$ cat src/hw/nr_rx_pkg.sv
package nr_rx_pkg;

    localparam int SAMPLE_W  = 8;   // Signed I or Q component
    localparam int BIN_W     = 10;  // Room for 4-point sum growth
    localparam int FFT_LEN   = 4;
    localparam int CP_LEN    = 1;
    localparam int PSS_LEN   = 8;
    localparam int SYM_IDX_W = 2;

    // Role of an SSB symbol
    typedef enum logic [1:0] {
        SYM_PSS    = 2'd0,
        SYM_PBCH_A = 2'd1,
        SYM_SSS    = 2'd2,
        SYM_PBCH_B = 2'd3
    } ssb_sym_e;

    typedef enum logic [1:0] {
        FS_IDLE = 2'd0,
        FS_CP   = 2'd1,
        FS_DATA = 2'd2
    } fs_state_e;

    typedef struct packed {
        logic signed [SAMPLE_W-1:0] re;
        logic signed [SAMPLE_W-1:0] im;
    } sample_t;

    typedef struct packed {
        logic signed [BIN_W-1:0] re;
        logic signed [BIN_W-1:0] im;
    } bin_t;

    typedef struct packed {
        logic    valid;
        sample_t data;
    } sample_beat_t;

    typedef struct packed {
        logic     valid;
        sample_t  data;
        logic     last;     // 4th sample of a symbol
        ssb_sym_e kind;
    } sym_beat_t;

    typedef struct packed {
        logic                 valid;
        bin_t                 data;
        logic [SYM_IDX_W-1:0] idx;  // Bin number
        ssb_sym_e             kind;
    } bin_beat_t;

endpackage

$ cat src/hw/pss_detector.sv
`timescale 1ns/1ps

module pss_detector #(
    parameter logic [nr_rx_pkg::PSS_LEN-1:0] PSS_TAPS = 8'b1_1110010,
    parameter int DETECT_THRESHOLD = 64,
    parameter int HOLDOFF_LEN      = 24
) (
    input  logic                    clk_i,
    input  logic                    arst_n_i,
    input  nr_rx_pkg::sample_beat_t s_beat_i,
    output nr_rx_pkg::sample_beat_t m_beat_o,
    output logic                    peak_o
);
    import nr_rx_pkg::*;

    localparam int ACC_W    = SAMPLE_W + $clog2(PSS_LEN) + 1;
    localparam int METRIC_W = ACC_W + 1;
    localparam int HOLD_W   = $clog2(HOLDOFF_LEN + 1);
    localparam int FILL_W   = $clog2(PSS_LEN + 1);
    localparam logic [METRIC_W-1:0] THRESH  = METRIC_W'(DETECT_THRESHOLD);
    localparam logic [HOLD_W-1:0]   HOLD_LD = HOLD_W'(HOLDOFF_LEN);
    localparam logic [FILL_W-1:0]   FULL    = FILL_W'(PSS_LEN);

    // win_q[0] is the newest sample, win_q[PSS_LEN-1] the oldest
    sample_t                 win_q [PSS_LEN];
    logic                    valid_q;
    logic [FILL_W-1:0]       fill_q;
    logic [HOLD_W-1:0]       hold_q;
    logic signed [ACC_W-1:0] sum_re;
    logic signed [ACC_W-1:0] sum_im;
    logic [ACC_W-1:0]        abs_re;
    logic [ACC_W-1:0]        abs_im;
    logic [METRIC_W-1:0]     metric;

    always_ff @(posedge clk_i) begin
        if (s_beat_i.valid) begin
            win_q[0] <= s_beat_i.data;
            for (int i = 1; i < PSS_LEN; i++) begin
                win_q[i] <= win_q[i-1];
            end
        end
    end

    // Oldest sample meets the tap MSB
    always_comb begin
        sum_re = '0;
        sum_im = '0;
        for (int i = 0; i < PSS_LEN; i++) begin
            if (PSS_TAPS[i]) begin
                sum_re = sum_re + ACC_W'(win_q[i].re);
                sum_im = sum_im + ACC_W'(win_q[i].im);
            end else begin
                sum_re = sum_re - ACC_W'(win_q[i].re);
                sum_im = sum_im - ACC_W'(win_q[i].im);
            end
        end
        abs_re = sum_re[ACC_W-1] ? ACC_W'(-sum_re) : ACC_W'(sum_re);
        abs_im = sum_im[ACC_W-1] ? ACC_W'(-sum_im) : ACC_W'(sum_im);
        metric = {1'b0, abs_re} + {1'b0, abs_im};
    end

    assign peak_o = valid_q && (fill_q == FULL) && (hold_q == '0) && (metric >= THRESH);

    always_ff @(posedge clk_i or negedge arst_n_i) begin
        if (!arst_n_i) begin
            valid_q <= 1'b0;
            fill_q  <= '0;
            hold_q  <= '0;
        end else begin
            valid_q <= s_beat_i.valid;
            if (s_beat_i.valid && fill_q != FULL) begin
                fill_q <= fill_q + FILL_W'(1);  // Window not yet primed
            end
            if (peak_o) begin
                hold_q <= HOLD_LD;
            end else if (valid_q && hold_q != '0) begin
                hold_q <= hold_q - HOLD_W'(1);
            end
        end
    end

    assign m_beat_o = '{valid: valid_q, data: win_q[0]};

endmodule

$ cat src/hw/frame_sync.sv
`timescale 1ns/1ps

module frame_sync (
    input  logic                    clk_i,
    input  logic                    arst_n_i,
    input  nr_rx_pkg::sample_beat_t s_beat_i,
    input  logic                    peak_i,
    output nr_rx_pkg::sym_beat_t    m_beat_o
);
    import nr_rx_pkg::*;

    localparam int CNT_W = $clog2(FFT_LEN);
    localparam logic [CNT_W-1:0]     CP_LAST  = CNT_W'(CP_LEN - 1);
    localparam logic [CNT_W-1:0]     SMP_LAST = CNT_W'(FFT_LEN - 1);
    localparam logic [SYM_IDX_W-1:0] SYM_LAST = SYM_IDX_W'(2);  // Three symbols after PSS

    fs_state_e            state_q;
    logic [CNT_W-1:0]     smp_cnt_q;
    logic [SYM_IDX_W-1:0] sym_cnt_q;
    logic                 valid_q;
    sample_t              data_q;
    logic                 last_q;
    ssb_sym_e             kind_q;
    logic                 data_beat;

    assign data_beat = (state_q == FS_DATA) && s_beat_i.valid;

    always_ff @(posedge clk_i or negedge arst_n_i) begin
        if (!arst_n_i) begin
            state_q   <= FS_IDLE;
            smp_cnt_q <= '0;
            sym_cnt_q <= '0;
            valid_q   <= 1'b0;
        end else begin
            valid_q <= data_beat;
            case (state_q)
                FS_IDLE: begin
                    if (peak_i) begin
                        state_q   <= FS_CP;
                        smp_cnt_q <= '0;
                        sym_cnt_q <= '0;
                    end
                end
                FS_CP: begin
                    if (s_beat_i.valid) begin
                        if (smp_cnt_q == CP_LAST) begin
                            state_q   <= FS_DATA;
                            smp_cnt_q <= '0;
                        end else begin
                            smp_cnt_q <= smp_cnt_q + CNT_W'(1);
                        end
                    end
                end
                FS_DATA: begin
                    if (s_beat_i.valid) begin
                        if (smp_cnt_q == SMP_LAST) begin
                            smp_cnt_q <= '0;
                            if (sym_cnt_q == SYM_LAST) begin
                                state_q <= FS_IDLE;
                            end else begin
                                sym_cnt_q <= sym_cnt_q + SYM_IDX_W'(1);
                                state_q   <= FS_CP;
                            end
                        end else begin
                            smp_cnt_q <= smp_cnt_q + CNT_W'(1);
                        end
                    end
                end
                default: state_q <= FS_IDLE;
            endcase
        end
    end

    always_ff @(posedge clk_i) begin
        if (data_beat) begin
            data_q <= s_beat_i.data;
            last_q <= (smp_cnt_q == SMP_LAST);
            kind_q <= ssb_sym_e'(sym_cnt_q + SYM_IDX_W'(1));  // PBCH_A, SSS, PBCH_B
        end
    end

    assign m_beat_o = '{valid: valid_q, data: data_q, last: last_q, kind: kind_q};

endmodule

$ cat src/hw/fft4_demod.sv
`timescale 1ns/1ps

module fft4_demod (
    input  logic                 clk_i,
    input  logic                 arst_n_i,
    input  nr_rx_pkg::sym_beat_t s_beat_i,
    output nr_rx_pkg::bin_beat_t m_beat_o
);
    import nr_rx_pkg::*;

    localparam int CNT_W = $clog2(FFT_LEN);
    localparam logic [SYM_IDX_W-1:0] BIN_LAST = SYM_IDX_W'(FFT_LEN - 1);

    sample_t                 cap_q [FFT_LEN];
    sample_t                 out_q [FFT_LEN];
    ssb_sym_e                kind_q;
    logic [CNT_W-1:0]        wr_pos_q;
    logic [SYM_IDX_W-1:0]    bin_cnt_q;
    logic                    busy_q;
    logic signed [BIN_W-1:0] xr [FFT_LEN];
    logic signed [BIN_W-1:0] xi [FFT_LEN];
    bin_t                    bin_d;

    always_ff @(posedge clk_i) begin
        if (s_beat_i.valid) begin
            cap_q[wr_pos_q] <= s_beat_i.data;
        end
        if (s_beat_i.valid && s_beat_i.last) begin
            for (int i = 0; i < FFT_LEN; i++) begin
                out_q[i] <= (CNT_W'(i) == wr_pos_q) ? s_beat_i.data : cap_q[i];
            end
            kind_q <= s_beat_i.kind;
        end
    end

    always_ff @(posedge clk_i or negedge arst_n_i) begin
        if (!arst_n_i) begin
            wr_pos_q  <= '0;
            bin_cnt_q <= '0;
            busy_q    <= 1'b0;
        end else begin
            if (s_beat_i.valid) begin
                wr_pos_q <= s_beat_i.last ? '0 : wr_pos_q + CNT_W'(1);
            end
            if (s_beat_i.valid && s_beat_i.last) begin
                busy_q    <= 1'b1;
                bin_cnt_q <= '0;
            end else if (busy_q) begin
                bin_cnt_q <= bin_cnt_q + SYM_IDX_W'(1);
                if (bin_cnt_q == BIN_LAST) begin
                    busy_q <= 1'b0;
                end
            end
        end
    end

    // Twiddles are +-1 and +-j, so only adds and re/im swaps
    always_comb begin
        for (int i = 0; i < FFT_LEN; i++) begin
            xr[i] = BIN_W'(out_q[i].re);
            xi[i] = BIN_W'(out_q[i].im);
        end
        case (bin_cnt_q)
            2'd0: begin
                bin_d.re = xr[0] + xr[1] + xr[2] + xr[3];
                bin_d.im = xi[0] + xi[1] + xi[2] + xi[3];
            end
            2'd1: begin                                     // a - jb - c + jd
                bin_d.re = xr[0] + xi[1] - xr[2] - xi[3];
                bin_d.im = xi[0] - xr[1] - xi[2] + xr[3];
            end
            2'd2: begin
                bin_d.re = xr[0] - xr[1] + xr[2] - xr[3];
                bin_d.im = xi[0] - xi[1] + xi[2] - xi[3];
            end
            default: begin                                  // a + jb - c - jd
                bin_d.re = xr[0] - xi[1] - xr[2] + xi[3];
                bin_d.im = xi[0] + xr[1] - xi[2] - xr[3];
            end
        endcase
    end

    assign m_beat_o = '{valid: busy_q, data: bin_d, idx: bin_cnt_q, kind: kind_q};

endmodule

$ cat src/hw/bwp_extractor.sv
`timescale 1ns/1ps

module bwp_extractor #(
    parameter int BWP_START = 1,
    parameter int BWP_LEN   = 2
) (
    input  logic                 clk_i,
    input  logic                 arst_n_i,
    input  nr_rx_pkg::bin_beat_t s_beat_i,
    output nr_rx_pkg::bin_t      bin_o,
    output logic                 pbch_valid_o,
    output logic                 sss_valid_o
);
    import nr_rx_pkg::*;

    logic in_range;
    logic keep;
    logic is_pbch;
    logic is_sss;
    bin_t bin_q;

    assign in_range = (int'(s_beat_i.idx) >= BWP_START) &&
                      (int'(s_beat_i.idx) < BWP_START + BWP_LEN);
    assign keep     = s_beat_i.valid && in_range;
    assign is_pbch  = (s_beat_i.kind == SYM_PBCH_A) || (s_beat_i.kind == SYM_PBCH_B);
    assign is_sss   = (s_beat_i.kind == SYM_SSS);

    always_ff @(posedge clk_i or negedge arst_n_i) begin
        if (!arst_n_i) begin
            pbch_valid_o <= 1'b0;
            sss_valid_o  <= 1'b0;
        end else begin
            pbch_valid_o <= keep && is_pbch;
            sss_valid_o  <= keep && is_sss;  // PSS bins never flagged
        end
    end

    always_ff @(posedge clk_i) begin
        if (keep) begin
            bin_q <= s_beat_i.data;
        end
    end

    assign bin_o = bin_q;

endmodule

$ cat src/hw/ssb_receiver_top.sv
`timescale 1ns/1ps

module ssb_receiver_top #(
    parameter logic [nr_rx_pkg::PSS_LEN-1:0] PSS_TAPS = 8'b1_1110010,  // Barker-7 plus lead +1
    parameter int DETECT_THRESHOLD = 64,
    parameter int HOLDOFF_LEN      = 24,
    parameter int BWP_START        = 1,
    parameter int BWP_LEN          = 2
) (
    input  logic                    clk_i,
    input  logic                    arst_n_i,
    input  nr_rx_pkg::sample_beat_t s_beat_i,
    output nr_rx_pkg::bin_t         bin_o,
    output logic                    pbch_valid_o,
    output logic                    sss_valid_o
);
    import nr_rx_pkg::*;

    sample_beat_t pss_beat;
    logic         peak;
    sym_beat_t    sym_beat;
    bin_beat_t    bin_beat;

    pss_detector #(
        .PSS_TAPS         (PSS_TAPS),
        .DETECT_THRESHOLD (DETECT_THRESHOLD),
        .HOLDOFF_LEN      (HOLDOFF_LEN)
    ) pss_detector_i (
        .clk_i    (clk_i),
        .arst_n_i (arst_n_i),
        .s_beat_i (s_beat_i),
        .m_beat_o (pss_beat),
        .peak_o   (peak)
    );

    // Only stage that knows SSB symbol timing
    frame_sync frame_sync_i (
        .clk_i    (clk_i),
        .arst_n_i (arst_n_i),
        .s_beat_i (pss_beat),
        .peak_i   (peak),
        .m_beat_o (sym_beat)
    );

    fft4_demod fft4_demod_i (
        .clk_i    (clk_i),
        .arst_n_i (arst_n_i),
        .s_beat_i (sym_beat),
        .m_beat_o (bin_beat)
    );

    bwp_extractor #(
        .BWP_START (BWP_START),
        .BWP_LEN   (BWP_LEN)
    ) bwp_extractor_i (
        .clk_i        (clk_i),
        .arst_n_i     (arst_n_i),
        .s_beat_i     (bin_beat),
        .bin_o        (bin_o),
        .pbch_valid_o (pbch_valid_o),
        .sss_valid_o  (sss_valid_o)
    );

endmodule

$ cat config.mk
export PLATFORM = sky130hd
export DESIGN_NAME = ssb_receiver_top
export DESIGN_NICKNAME = d
export VERILOG_FILES = /design/src/hw/nr_rx_pkg.sv /design/src/hw/pss_detector.sv /design/src/hw/frame_sync.sv /design/src/hw/fft4_demod.sv /design/src/hw/bwp_extractor.sv /design/src/hw/ssb_receiver_top.sv
export SDC_FILE = /design/constraint.sdc
export NUM_CORES = 1
export LEC_CHECK = 0
export BUFFER_PORTS_ARGS = -buffer_cell sky130_fd_sc_hd__buf_2
export CAP_MARGIN = 20
export CORE_ASPECT_RATIO = 0.75
export CORE_UTILIZATION = 45
export CTS_BUF_LIST = sky130_fd_sc_hd__clkbuf_4
export DETAILED_ROUTE_END_ITERATION = 8
export PLACE_DENSITY = 0.69
export SYNTH_ARGS = -nofsm -noshare
export SYNTH_HDL_FRONTEND = slang
export SYNTH_SLANG_ARGS = --single-unit
export TNS_END_PERCENT = 50
$ cat constraint.sdc
create_clock -name clk_i -period 7.8 [get_ports clk_i]
set_input_delay 0.78 -clock clk_i [delete_from_list [all_inputs] [get_ports clk_i]]
set_output_delay 0.78 -clock clk_i [all_outputs]
set_load 0.01 [all_outputs]
==> qor.yml, run 1 <==
status: "finished with violations"
violations: "setup timing"
grt.overflow.total: 0
first_pass_iters: 6
wirelength_um: 46290
top_layer: "met5"
ys.flop_type: "edfxtp_1"
fin_area_um2: 25400
synth_edf_count: 297
cts_tree: "yes"
root_buffer: "clkbuf_4"
hold_start: "s_beat_i[10]"
grt_start_max_net_pins: 78
fin_setup_tns_ns: -0.4105
cp_data_required_time_ns: 8.40
critPathSlowestCell: "fa_1"
hp-class: "in -> reg"
yosysWarnings: 0
rr_worst_depth: 32
cts_made_buffers: 84
wl_met3_um: 2643
num_vias: 13169
dr_wl_met2_um: 20570
grt_pass1_wl_um: 75670
syn2layout_area_growth_pct: 15.46
maxSlewHeadroom: 0.1973
dp.final_hpwl_um: 33680
setup_viol: 5
ys_seq_area_frac: 0.4328
syn-num-nets: 2069
synthCells: 1659
crit_path_frequent_cell: "fa_1"
dieArea_um2: 49780
grt_pass1_vias: 14181
antenna_found_initial: 2
worstSkewPairLatency_ns: 0.79
hold_depth: 1
netlist_area_um2: 22000
final_common_cell: "edfxtp_1"
ant_nets: 0
async_flop_share: 0.07477
met1_length_um: 22210
fin_worst_skew_ns: 0.08079
cts.sinks: 321
crit_arrival_ns: 8.51
final_cell_mix: "297 x edfxtp_1, 242 x inv_1, 233 x fa_1"
fin_ws_ns: -0.1098
min_period_ns: 7.910
initial_core_util: 0.4599
cts_htree_levels: 3
start_kind: "flop"
gp_congestion: 0.8656
finalCritPeriodShare: 1.014
rsz0062_at_grt: "true"
whs_ns: 0.1643
clockBufferDepth: 3
port_buffers: 40
rows: 69
maxCapViolCount: 0
worstReg2RegStart: "pss_detector_i.win_q[0][1]$_DFFE_PP_"
fmax_mhz: 126.4
drc_errors: 0
die_x_um: 257.3
drive_above_1_share: 0.2304
via_per_inst: 5.148
r2r-end: "frame_sync_i.state_q[1]$_DFFE_PN0P_"
endpoint_kind: "flop"
hold_path_end: "pss_detector_i.win_q[0][10]$_DFFE_PP_"
finalHoldViolations: 0
postPlaceCellArea_um2: 23450
r2r_slack_ns: -0.11
fin_util: 0.5310
avgSynthCellArea_um2: 13.26
synth-seq-cells: 321
path_class: "reg -> reg"
fp.dieH_um: 193.5
core_area_um2: 47830
worst_pin_slew_ns: 1.204
final_net_count: 2270
ios: 41
post_drt_wl_per_cell_um: 18.09
drt_iter0_markers: 954
synth_cell_type_count: 70
crit_path_max_fanout: 5
track_usage: 0.1941
cts.clk_slew.worst_paths_ns: 0.07
slowest_delay_ns: 0.54
maxSlewViolCount: 0
-- cells in the mapped netlist, types with 6 or more instances --
master    instances  area (um2)
o41ai_1          11       96.34
o31ai_1           7       52.55
edfxtp_1        297        8919
a21oi_1          72       360.4
ha_1            154        1927
nand2_1          56       210.2
o21a_1            6       45.04
a21o_1           28       210.2
xor2_1           42       367.9
nor4_1            8       50.05
a221o_1           7       70.07
o21bai_1         10       75.07
a222oi_1          8       80.08
and2_1            8       50.05
fa_1            237        4745
nor2b_1          11       68.82
nand2b_1          6       37.54
dfrtp_1          24       600.6
o21ai_0          39       195.2
o211ai_1          6       45.04
mux2_2           65       732.0
nand3_1          13       65.06
nor2_1           63       236.5
clkbuf_1         15       56.30
mux2i_1           7       70.07
nor3_1           25       125.1
inv_1           249       934.7
xnor2_1          90       788.3
-- critical path, delay by kind of cell (launching register included) --
kind / cells / cell delay [ns]
adders and majority gates: 7 / 2.67
AOI/OAI and AO/OA: 10 / 2.19
and+or+nand+nor: 7 / 1.29
buffers and inverters: 5 / 0.55
DFF: 1 / 0.42
muxes: 1 / 0.32
xor gates and xnor gates: 2 / 0.30
-- worst max path at each step --
| stage | cells past startpoint | endpoint | slack (ns) | startpoint |
|---|---|---|---|---|
| 5_1_grt | 34 | frame_sync_i.state_q[1]$_DFFE_PN0P_ | -0.42 | pss_detector_i.win_q[0][16]$_DFFE_PP_ |
| 2_1_floorplan | 32 | frame_sync_i.sym_cnt_q[1]$_DFFE_PN0P_ | 0.20 | pss_detector_i.win_q[0][16]$_DFFE_PP_ |
| 6_report | 32 | frame_sync_i.state_q[1]$_DFFE_PN0P_ | -0.11 | pss_detector_i.win_q[0][1]$_DFFE_PP_ |
| 3_5_place_dp | 33 | frame_sync_i.sym_cnt_q[1]$_DFFE_PN0P_ | -0.64 | pss_detector_i.win_q[0][16]$_DFFE_PP_ |
| 3_3_place_gp | 34 | frame_sync_i.sym_cnt_q[1]$_DFFE_PN0P_ | -0.32 | pss_detector_i.win_q[0][16]$_DFFE_PP_ |
| 4_1_cts | 33 | frame_sync_i.sym_cnt_q[1]$_DFFE_PN0P_ | -0.05 | pss_detector_i.win_q[0][24]$_DFFE_PP_ |
-- registers in the layout (all words and copies together) (netlist names) --
register,cells
fft4_demod_i.out_q,64
fft4_demod_i.busy_q,1
frame_sync_i.last_q,1
frame_sync_i.m_beat_o,16
bwp_extractor_i.bin_o,20
pss_detector_i.win_q,128
fft4_demod_i.bin_cnt_q,2
pss_detector_i.valid_q,1
frame_sync_i.state_q,2
frame_sync_i.kind_q,2
pss_detector_i.fill_q,4
frame_sync_i.smp_cnt_q,2
frame_sync_i.sym_cnt_q,2
fft4_demod_i.cap_q,64
fft4_demod_i.wr_pos_q,2
fft4_demod_i.kind_q,2
bwp_extractor_i.pbch_valid_o,1
pss_detector_i.hold_q,5
frame_sync_i.valid_q,1
bwp_extractor_i.sss_valid_o,1
-- kinds of logic after synthesis --
logic type | synth area share
xor+xnor | 0.05256
compound gates | 0.07600
fa+ha+maj | 0.3033
simple gates | 0.05040
mux | 0.03783
flops | 0.4328
buf+inv | 0.04716
-- what timing repair did --
item / CTS / global route
buffers inserted: 20 / 4
gates resized for setup: 74 / 54
hold endpoints to repair: 21 / 0
hold buffers: 1 / 0
pin swaps: 84 / 19
endpoints found under the setup margin: 10 / 10
gates cloned: 0 / 0
-- per-stage QoR --
step                      std cells  worst slack [ns]
final                          2558           -0.1098
after global routing           2558           -0.4159
after CTS                      2552          -0.05132
after detailed placement       2388           -0.6367
after global placement         2388           -0.3155
after floorplan                1659            0.1959
-- final cells by class --
class                      count  area (um2)
clock buffer                 116       870.8
tap                          639       799.5
timing repair buffer         138       980.9
multi-input combinational   1065       12080
inverter                     250       940.9
antenna                        1       2.502
clock inverter                28       205.2
sequential                   321        9519
fill                        3984       22430
-- per-layer routing --
metal  vias to the layer above  GRT usage
met2                       356     0.2865
met3                        63    0.03970
met5                         -          0
met4                         2    0.05851
met1                      6564     0.2884
li1                       6184          -
Power of run 1 is not shown: default switching activity piles up to over one toggle a cycle in this logic, so the estimate is an artifact.
==> inputs of run 2 (changes only) <==
Settings changed: REMOVE_ABC_BUFFERS from default to 1.
==> qor.yml, run 2 (synthesis gave the netlist of run 1 again) <==
ios: 41  # unchanged
post_drt_wl_per_cell_um: 18.09  # about the same
track_usage: 0.1946  # +0.0004434
grt_start_max_net_pins: 77  # -1.3%
wirelength_um: 46490  # +0.44%
rsz0062_at_grt: "true"
grt_pass1_wl_um: 75760  # +0.12%
first_pass_iters: 5  # -1
initial_core_util: 0.4599  # unchanged
cts_tree: "yes"
worst_pin_slew_ns: 1.148  # -0.05559 ns
num_vias: 13318  # +1.1%
drc_errors: 0  # unchanged
slowest_delay_ns: 0.53  # about the same
finalHoldViolations: 0  # unchanged
grtUsageMet1: 0.3065  # +0.01810
gr-usage-met2: 0.2712  # -0.01527
reg_top3: "pss_detector_i.win_q: 128 flops, fft4_demod_i.cap_q: 64 flops, fft4_demod_i.out_q: 64 flops"
start_kind: "flop"
via_per_inst: 5.182  # +0.66%
path_class: "reg -> reg"
fin_setup_tns_ns: -0.4420  # -0.03146 ns
antenna_found_initial: 1  # -1
status: "finished with violations"
final_common_cell: "edfxtp_1"
fin_ws_ns: -0.09921  # +0.01062 ns
root_buffer: "clkbuf_4"
critPathBufInv: 4  # -1
finalCritPeriodShare: 1.013  # -0.001361
cts.sinks: 321  # unchanged
met3_usage: 0.03918  # -0.0005241
largest_register: "pss_detector_i.win_q"
setup_viol: 6  # +1
drive_above_1_share: 0.2136  # -0.01687
fin_worst_skew_ns: 0.06829  # -0.01250 ns
cts_made_buffers: 77  # -8.3%
largest_reg_flops: 128  # unchanged
port_buffers: 40  # unchanged
dp.final_hpwl_um: 35080  # +4.2%
critPathSlowestCell: "or4_4"
grt.overflow.total: 0  # unchanged
crit_path_frequent_cell: "fa_1"
dieArea_um2: 49780  # unchanged
maxSlewViolCount: 0  # unchanged
die_x_um: 257.3  # unchanged
violations: "setup timing"
syn2layout_area_growth_pct: 14.11
crit_path_max_fanout: 5  # unchanged
min_period_ns: 7.899  # -0.01062 ns
ant_nets: 0  # unchanged
fp.dieH_um: 193.5  # unchanged
final_net_count: 2277  # +0.31%
maxCapViolCount: 0  # unchanged
grt_pass1_vias: 14003  # -1.3%
maxSlewHeadroom: 0.2344  # +0.03706
endpoint_kind: "flop"
drt_iter0_markers: 1036  # +8.6%
worstSkewPairLatency_ns: 0.78  # about the same
hp-class: "in -> reg"
cts_htree_levels: 3  # unchanged
final_cell_mix: "297 x edfxtp_1, 246 x inv_1, 235 x fa_1"
fmax_mhz: 126.6  # +0.13%
clockBufferDepth: 3  # unchanged
core_area_um2: 47830  # unchanged
cp_data_required_time_ns: 8.42  # +0.02 ns
cts.clk_slew.worst_paths_ns: 0.08  # about the same
rows: 69  # unchanged
gp_congestion: 0.8872  # +2.5%
crit_family: "adder cells"
crit_arrival_ns: 8.52  # about the same
grt-busiest-layer: "met1"
==> run 2: worst paths after layout <==
kind	start	to	cells past startpoint	slack, ns
max in group asynchronous	arst_n_i	frame_sync_i.state_q[1]$_DFFE_PN0P_	2	6.78
worst max register to register	pss_detector_i.win_q[0][16]$_DFFE_PP_	frame_sync_i.smp_cnt_q[0]$_DFFE_PN0P_	33	-0.1
worst min-delay path	s_beat_i[5]	pss_detector_i.win_q[0][5]$_DFFE_PP_	1	0.18
worst max-delay path	pss_detector_i.win_q[0][16]$_DFFE_PP_	frame_sync_i.smp_cnt_q[0]$_DFFE_PN0P_	33	-0.1
min in group asynchronous	arst_n_i	bwp_extractor_i.sss_valid_o$_DFF_PN0_	2	0.55
worst min register to register	pss_detector_i.win_q[0][53]$_DFFE_PP_	pss_detector_i.win_q[1][5]$_DFFE_PP_	0	0.43
==> run 2: repair_timing <==
action | 4_1_cts | 5_1_grt
endpoints found under the setup margin | 10 | 10
cloned | 2 | 0
buffers inserted | 11 | 4
endpoints found under the hold margin | 9 | 0
pin swaps | 62 | 19
resized for setup | 46 | 16
hold buffers | 1 | 0
==> run 2: routing by layer <==
metal / vias up / wire, um
li1: 6192 / -
met1: 6633 / 23100
met2: 426 / 19510
met3: 67 / 3078
met4: 0 / 799
met5: - / 0
==> run 2: area by class of cell <==
cell class	count	area (um2)
diodes	2	5.005
clock buffers	117	878.3
clock inverters	24	147.6
fillers	4094	22730
inverters	250	938.4
multi-input cells	1065	11740
flip-flops and latches	321	9519
well taps	639	799.5
repair buffers	152	1076
==> run 2: stage by stage <==
step	util	hold slack [ns]	cells	instance area [um2]	setup WS, ns
finish	0.5248	0.1819	2570	25100	-0.09921
global route	0.5248	0.09147	2570	25100	-0.4613
CTS	0.5210	0.09103	2562	24920	-0.1049
detailed placement	0.4933	0.4116	2407	23600	-0.7182
global placement	0.4933	0.4097	2407	23600	-0.3640
floorplan	-	0.4003	1636	21900	-0.09734
Power of run 2 is left out for the same reason.
